--- src/rtl/rename_pkg.sv ---
`default_nettype none

package rename_pkg;

    // register file sizes
    localparam int arch_size = 32;
    localparam int phys_size = 64;
    localparam int reg_width = 32;

    localparam int arch_idx_width = $clog2(arch_size);
    localparam int phys_idx_width = $clog2(phys_size);

    typedef logic [arch_idx_width-1:0] arch_idx_t;
    typedef logic [phys_idx_width-1:0] phys_idx_t;
    typedef logic [reg_width-1:0]      reg_val_t;

    // one bit per physical register
    typedef logic [phys_size-1:0] phys_vec_t;

    // physical registers held by the identity map out of reset
    localparam phys_vec_t boot_alloc = phys_vec_t'({arch_size{1'b1}});

endpackage

`default_nettype wire

--- src/rtl/arch_map_table.sv ---
`timescale 1ns/1ps
`default_nettype none

module arch_map_table import rename_pkg::*; (
    input  wire            clk,
    input  wire            rst_n,

    input  wire            uop_update,
    input  wire arch_idx_t arch_rd1,
    input  wire arch_idx_t arch_rd2,
    input  wire arch_idx_t arch_wr,
    input  wire phys_idx_t arch_wr_phys,

    input  wire            rob_update,
    input  wire arch_idx_t arch_rob_update,
    input  wire phys_idx_t arch_rob_nonspec_phys,

    input  wire            rollback,

    output phys_idx_t      arch_rd1_phys,
    output phys_idx_t      arch_rd2_phys,
    output phys_idx_t      arch_wr_oldphys
);

    phys_idx_t spec_map [arch_size];
    phys_idx_t com_map  [arch_size];

    // sources see the mapping from before this edge
    assign arch_rd1_phys   = spec_map[arch_rd1];
    assign arch_rd2_phys   = spec_map[arch_rd2];
    assign arch_wr_oldphys = spec_map[arch_wr];

    // speculative map
    always_ff @(posedge clk or negedge rst_n) begin
        if (!rst_n) begin
            for (int i = 0; i < arch_size; i++) begin
                spec_map[i] <= phys_idx_t'(i);
            end
        end else begin
            if (rollback) begin
                spec_map <= com_map;
            end else if (uop_update) begin
                spec_map[arch_wr] <= arch_wr_phys;
            end
        end
    end

    // committed map, written only by the rob
    always_ff @(posedge clk or negedge rst_n) begin
        if (!rst_n) begin
            for (int i = 0; i < arch_size; i++) begin
                com_map[i] <= phys_idx_t'(i);
            end
        end else begin
            if (rob_update) begin
                com_map[arch_rob_update] <= arch_rob_nonspec_phys;
            end
        end
    end

endmodule

`default_nettype wire

--- src/rtl/free_list.sv ---
`timescale 1ns/1ps
`default_nettype none

module free_list import rename_pkg::*; (
    input  wire            clk,
    input  wire            rst_n,

    input  wire            alloc,

    input  wire            rob_update,
    input  wire phys_idx_t arch_rob_nonspec_phys,
    input  wire phys_idx_t phys_rob_free,

    input  wire            rollback,

    output phys_idx_t      next_free,
    output logic           none_free
);

    phys_vec_t spec_free;
    phys_vec_t com_free;

    // lowest set bit wins, so scan from the top down
    always_comb begin
        next_free = '0;
        for (int i = phys_size - 1; i >= 0; i--) begin
            if (spec_free[i]) begin
                next_free = phys_idx_t'(i);
            end
        end
    end

    assign none_free = ~|spec_free;

    always_ff @(posedge clk or negedge rst_n) begin
        if (!rst_n) begin
            spec_free <= ~boot_alloc;
        end else begin
            if (rollback) begin
                spec_free <= com_free;
            end else begin
                if (alloc) begin
                    spec_free[next_free] <= 1'b0;
                end
                if (rob_update) begin
                    spec_free[phys_rob_free] <= 1'b1;
                end
            end
        end
    end

    // retired register returns, committed mapping stays held
    always_ff @(posedge clk or negedge rst_n) begin
        if (!rst_n) begin
            com_free <= ~boot_alloc;
        end else if (rob_update) begin
            com_free[arch_rob_nonspec_phys] <= 1'b0;
            com_free[phys_rob_free]         <= 1'b1;
        end
    end

endmodule

`default_nettype wire

--- src/rtl/phys_regfile.sv ---
`timescale 1ns/1ps
`default_nettype none

module phys_regfile import rename_pkg::*; (
    input  wire            clk,
    input  wire            rst_n,

    // stage 2
    input  wire            uop_update,
    input  wire phys_idx_t phys_rd1,
    input  wire phys_idx_t phys_rd2,
    input  wire phys_idx_t phys_wr,

    // stage 1 allocation
    input  wire            arch_update,

    input  wire            ring_update,
    input  wire phys_idx_t phys_ring,
    input  wire reg_val_t  phys_ring_val,

    input  wire            rob_update,
    input  wire phys_idx_t arch_rob_nonspec_phys,
    input  wire phys_idx_t phys_rob_free,

    input  wire            rollback,

    output logic           phys_rd1_rdy,
    output logic           phys_rd2_rdy,
    output reg_val_t       phys_rd1_val,
    output reg_val_t       phys_rd2_val,
    output logic           none_free,
    output phys_idx_t      next_free
);

    phys_vec_t ready;
    reg_val_t  vals [phys_size];

    always_ff @(posedge clk or negedge rst_n) begin
        if (!rst_n) begin
            ready <= boot_alloc;
            for (int i = 0; i < phys_size; i++) begin
                vals[i] <= '0;
            end
        end else begin
            // new destination waits for its result
            if (uop_update) begin
                ready[phys_wr] <= 1'b0;
            end
            if (ring_update) begin
                ready[phys_ring] <= 1'b1;
                vals[phys_ring]  <= phys_ring_val;
            end
        end
    end

    // no bypass, reads see the array before this edge
    always_ff @(posedge clk or negedge rst_n) begin
        if (!rst_n) begin
            phys_rd1_rdy <= 1'b1;
            phys_rd2_rdy <= 1'b1;
            phys_rd1_val <= '0;
            phys_rd2_val <= '0;
        end else begin
            phys_rd1_rdy <= ready[phys_rd1];
            phys_rd2_rdy <= ready[phys_rd2];
            phys_rd1_val <= vals[phys_rd1];
            phys_rd2_val <= vals[phys_rd2];
        end
    end

    free_list fl (
        .clk                   (clk),
        .rst_n                 (rst_n),
        .alloc                 (arch_update),
        .rob_update            (rob_update),
        .arch_rob_nonspec_phys (arch_rob_nonspec_phys),
        .phys_rob_free         (phys_rob_free),
        .rollback              (rollback),
        .next_free             (next_free),
        .none_free             (none_free)
    );

endmodule

`default_nettype wire

--- src/rtl/rename_regfile.sv ---
`timescale 1ns/1ps
`default_nettype none

module rename_regfile import rename_pkg::*; (
    input  wire            clk,
    input  wire            rst_n,

    input  wire            uop_update,
    input  wire arch_idx_t arch_rd1,
    input  wire arch_idx_t arch_rd2,
    input  wire arch_idx_t arch_wr,

    input  wire            ring_update,
    input  wire phys_idx_t phys_ring,
    input  wire reg_val_t  phys_ring_val,

    input  wire            rob_update,
    input  wire arch_idx_t arch_rob_update,
    input  wire phys_idx_t arch_rob_nonspec_phys,
    input  wire phys_idx_t phys_rob_free,

    input  wire            rollback,

    output logic           phys_rd1_rdy,
    output logic           phys_rd2_rdy,
    output phys_idx_t      phys_rd1,
    output phys_idx_t      phys_rd2,
    output phys_idx_t      phys_wr,
    output phys_idx_t      oldphys_wr,
    output reg_val_t       phys_rd1_val,
    output reg_val_t       phys_rd2_val,
    output logic           none_free
);

    phys_idx_t next_free;
    phys_idx_t map_rd1;
    phys_idx_t map_rd2;
    phys_idx_t map_old;

    // stage 1 results
    logic      upd_s1;
    phys_idx_t rd1_s1;
    phys_idx_t rd2_s1;
    phys_idx_t wr_s1;
    phys_idx_t old_s1;

    always_ff @(posedge clk or negedge rst_n) begin
        if (!rst_n) begin
            upd_s1     <= 1'b0;
            rd1_s1     <= '0;
            rd2_s1     <= '0;
            wr_s1      <= '0;
            old_s1     <= '0;
            phys_rd1   <= '0;
            phys_rd2   <= '0;
            phys_wr    <= '0;
            oldphys_wr <= '0;
        end else begin
            // a rollback squashes the pending ready clear
            upd_s1     <= uop_update & ~rollback;
            rd1_s1     <= map_rd1;
            rd2_s1     <= map_rd2;
            wr_s1      <= next_free;
            old_s1     <= map_old;
            // stage 2
            phys_rd1   <= rd1_s1;
            phys_rd2   <= rd2_s1;
            phys_wr    <= wr_s1;
            oldphys_wr <= old_s1;
        end
    end

    arch_map_table amt (
        .clk                   (clk),
        .rst_n                 (rst_n),
        .uop_update            (uop_update),
        .arch_rd1              (arch_rd1),
        .arch_rd2              (arch_rd2),
        .arch_wr               (arch_wr),
        .arch_wr_phys          (next_free),
        .rob_update            (rob_update),
        .arch_rob_update       (arch_rob_update),
        .arch_rob_nonspec_phys (arch_rob_nonspec_phys),
        .rollback              (rollback),
        .arch_rd1_phys         (map_rd1),
        .arch_rd2_phys         (map_rd2),
        .arch_wr_oldphys       (map_old)
    );

    phys_regfile prf (
        .clk                   (clk),
        .rst_n                 (rst_n),
        .uop_update            (upd_s1),
        .phys_rd1              (rd1_s1),
        .phys_rd2              (rd2_s1),
        .phys_wr               (wr_s1),
        .arch_update           (uop_update),
        .ring_update           (ring_update),
        .phys_ring             (phys_ring),
        .phys_ring_val         (phys_ring_val),
        .rob_update            (rob_update),
        .arch_rob_nonspec_phys (arch_rob_nonspec_phys),
        .phys_rob_free         (phys_rob_free),
        .rollback              (rollback),
        .phys_rd1_rdy          (phys_rd1_rdy),
        .phys_rd2_rdy          (phys_rd2_rdy),
        .phys_rd1_val          (phys_rd1_val),
        .phys_rd2_val          (phys_rd2_val),
        .none_free             (none_free),
        .next_free             (next_free)
    );

endmodule

`default_nettype wire

--- config.mk ---
export PLATFORM = sky130hd
export DESIGN_NAME = rename_regfile
export DESIGN_NICKNAME = d
export VERILOG_FILES = /design/src/rtl/rename_pkg.sv /design/src/rtl/arch_map_table.sv /design/src/rtl/free_list.sv /design/src/rtl/phys_regfile.sv /design/src/rtl/rename_regfile.sv
export SDC_FILE = /design/constraint.sdc
export NUM_CORES = 2
export LEC_CHECK = 0
export BUFFER_PORTS_ARGS = -buffer_cell sky130_fd_sc_hd__buf_2
export CORE_MARGIN = 10
export CORE_UTILIZATION = 40
export CTS_BUF_LIST = sky130_fd_sc_hd__clkbuf_8
export CTS_CLUSTER_DIAMETER = 80
export DETAILED_ROUTE_END_ITERATION = 12
export PLACE_DENSITY_LB_ADDON = 0.2
export SLEW_MARGIN = 10
export SYNTH_ARGS = -nofsm -noshare
export SYNTH_HDL_FRONTEND = slang
export SYNTH_SLANG_ARGS = --single-unit
--- constraint.sdc ---
create_clock -name clk -period 6.65 [get_ports clk]
set_input_delay 1.995 -clock clk [delete_from_list [all_inputs] [get_ports clk]]
set_output_delay 1.995 -clock clk [all_outputs]
set_load 0.01 [all_outputs]
==> qor.yml <==
status: "complete, no violations"
yosysSeqAreaShare_pct: 48.4
crit_path_end: "none_free"
synth_edf_count: 0
fillers: 31400
io_buffers: 166
rows: 219
p_per_area_nw_per_um2: 328
core_area_um2: 355000
period_share_pct: 83.7
synth.cell_area_um2: 142000
drv_slew: 0
critPathMaxFanout: 5
design.portCount: 167
period_needed_ns: 5.57
final_cell_area_um2: 159000
track_usage_pct: 25.0
clock_latency_ns: 1.16
slew_headroom_pct: 13.6
grt_overflow: 0
antenna_found_initial: 64
criticalPathCategory: "reg2out"
r2r_setup_slack_ns: 2.04
setup_tns_ns: 0
path_depth: 5
die_width_um: 617
grt_pass1_vias: 94800
ys_seq_elements: 2739
first_iter_violations: 8573
worstPathRequired_ns: 4.66
rsz0062_at_grt: "false"
ff2ff_path_depth: 8
synth_fp_nets: 9326
wl_um: 485000
nets: 9288
avgSynthCellArea_um2: 15.4
leakagePower_nw: 67.1
dr.pass1.iters: 6
ys_warn_count: 0
ctsHoldBuffers: 0
ctsHtreeMaxLevel: 5
cts_root_buffer: "clkbuf_8"
start_util_pct: 40.1
setup_viol: 0
dieArea_um2: 380000
cts_buffers: 476
drv_cap: 0
skew_ns: 0.115
async_flop_share_pct: 100
cts_tree: "yes"
die_h_um: 617
crit_start: "prf.fl.spec_free[15]"
path_clk_slew_ns: 0.06
crit_family: "simple AND/OR/NAND/NOR gates"
hpwl_um: 291000
end_kind: "primary output"
grt_pass1_wl_um: 700000
drc_errors: 0
synth_ff_type: "dfrtp_1"
reg2reg_to: "prf.fl.spec_free[25]"
max_freq_mhz: 180
post_drt_wl_per_cell_um: 33.7
r2r_start: "prf.fl.spec_free[23]"
power_mw: 52.2
max-vdd-ir-drop_uv: 237
path_cells: "nor4_1 > nand4_1 > nor2_1 > and3_1 > buf_2"
layout-drive-gt1-share_pct: 55.4
grt_max_degree: 196
vias_per_cell: 6.29
drtAntennaViolNets: 0
tightestPinTransition_ns: 1.28
vias: 90500
globalplace.congestion: 0.866
max_stage_delay_ns: 0.80
ys_types: 73
synthCells: 9250
finalHoldViolCount: 0
cts_resized: 0
post_cts_buffers: 0
cts.sinks: 2739
cp_data_arrival_time_ns: 3.57
syn2layout_area_growth_pct: 11.6
cts.path.max_buffers: 4
dpl_cell_area_um2: 149000
worst-path-buf-inv: 1
holdCritPathClass: "reg2reg"
crit_slowest_cell: "nor4_1"
cp-start-kind: "register"
layout make-up:
type / instances / area, um2 / area share (%)
sequential: 2739 / 68900 / 43.4
timing repair buffer: 412 / 3480 / 2.19
antenna: 24 / 60.1 / 0.0378
multi-input combinational: 5550 / 70200 / 44.2
clock buffer: 631 / 8680 / 5.46
tap: 4751 / 5940 / 3.74
inverter: 33 / 124 / 0.0779
clock inverter: 245 / 1510 / 0.952
how the worst min path moves through the flow:
stage / from / end / slack (ns) / depth (start not counted)
floorplan: old_s1[0] / oldphys_wr[0] / 0.33 / 0
global placement: old_s1[1] / oldphys_wr[1] / 0.35 / 0
detailed placement: old_s1[2] / oldphys_wr[2] / 0.34 / 0
CTS: old_s1[2] / oldphys_wr[2] / 0.36 / 0
global route: old_s1[2] / oldphys_wr[2] / 0.38 / 0
finish: old_s1[2] / oldphys_wr[2] / 0.35 / 0
synth_stat cells (all sizes together) (32+ instances only):
master,n,area [um2]
mux2,2262,25500
nor2b,42,263
inv,32,120
o21ai,462,2310
nand2,441,1660
mux4,1544,34800
dfrtp,2481,62100
clkbuf,679,2550
nand3,39,195
buf,249,1120
dfstp,258,6780
nor2,204,766
mux2i,130,1300
nor3,40,221
a31oi,73,472
a21oi,54,274
layout by cell type (no fill, tap or decap), types with 16 or more instances in the layout:
master and count:
a21oi_1 53, a22oi_1 24, a31oi_1 72, buf_12 62, buf_2 160, buf_4 188, bufinv_16 16, clkbuf_8 631
clkinv_2 62, dfrtp_1 2469, dfstp_2 258, diode_2 24, inv_1 178, mux2_2 2262, mux2i_1 130, mux4_2 1544
nand2_1 425, nand2_4 16, nand3_1 39, nand3b_1 19, nand4_1 18, nor2_1 156, nor2_4 48, nor2b_1 41
nor3_1 36, nor4_1 16, o21ai_0 453, o31ai_1 17
sequential cells by signal, indices dropped and copies added, names as in the netlist:
name / count
amt.com_map: 192
amt.spec_map: 192
old_s1: 6
oldphys_wr: 6
phys_rd1: 6
phys_rd2: 6
phys_wr: 6
prf.fl.com_free: 64
prf.fl.spec_free: 64
prf.phys_rd1_rdy: 1
prf.phys_rd1_val: 32
prf.phys_rd2_rdy: 1
prf.phys_rd2_val: 32
prf.ready: 64
prf.vals: 2048
rd1_s1: 6
rd2_s1: 6
upd_s1: 1
wr_s1: 6
stage by stage:
stage	utilization (%)	hold slack [ns]	setup slack, ns	instances
5_1_grt	44.7	0.381	0.865	14400
6_report	44.8	0.352	1.08	14400
4_1_cts	44.7	0.357	1.01	14400
3_3_place_gp	41.9	0.348	1.36	13500
3_5_place_dp	41.9	0.345	1.32	13500
2_1_floorplan	-	0.331	2.45	9250
cells by family after synthesis:
group	after synthesis	synth area share, %
compound gates	701	2.80
mux	3936	43.2
flops	2739	48.4
buf+inv	961	2.66
simple gates	913	2.93
metal layers:
layer	GRT usage (%)	vias up	wire, um
li1	-	35800	-
met2	38.3	3909	223000
met3	5.14	1165	36600
met1	34.0	49600	200000
met5	0	-	243
met4	12.0	38	26100
where the power goes:
group	total (mW)	internal, mW	switching (mW)
sequential	21.7	19.4	2.30
combinational	14.1	7.23	6.84
clock	16.5	9.06	7.40
(Power assumes the default switching activity.)
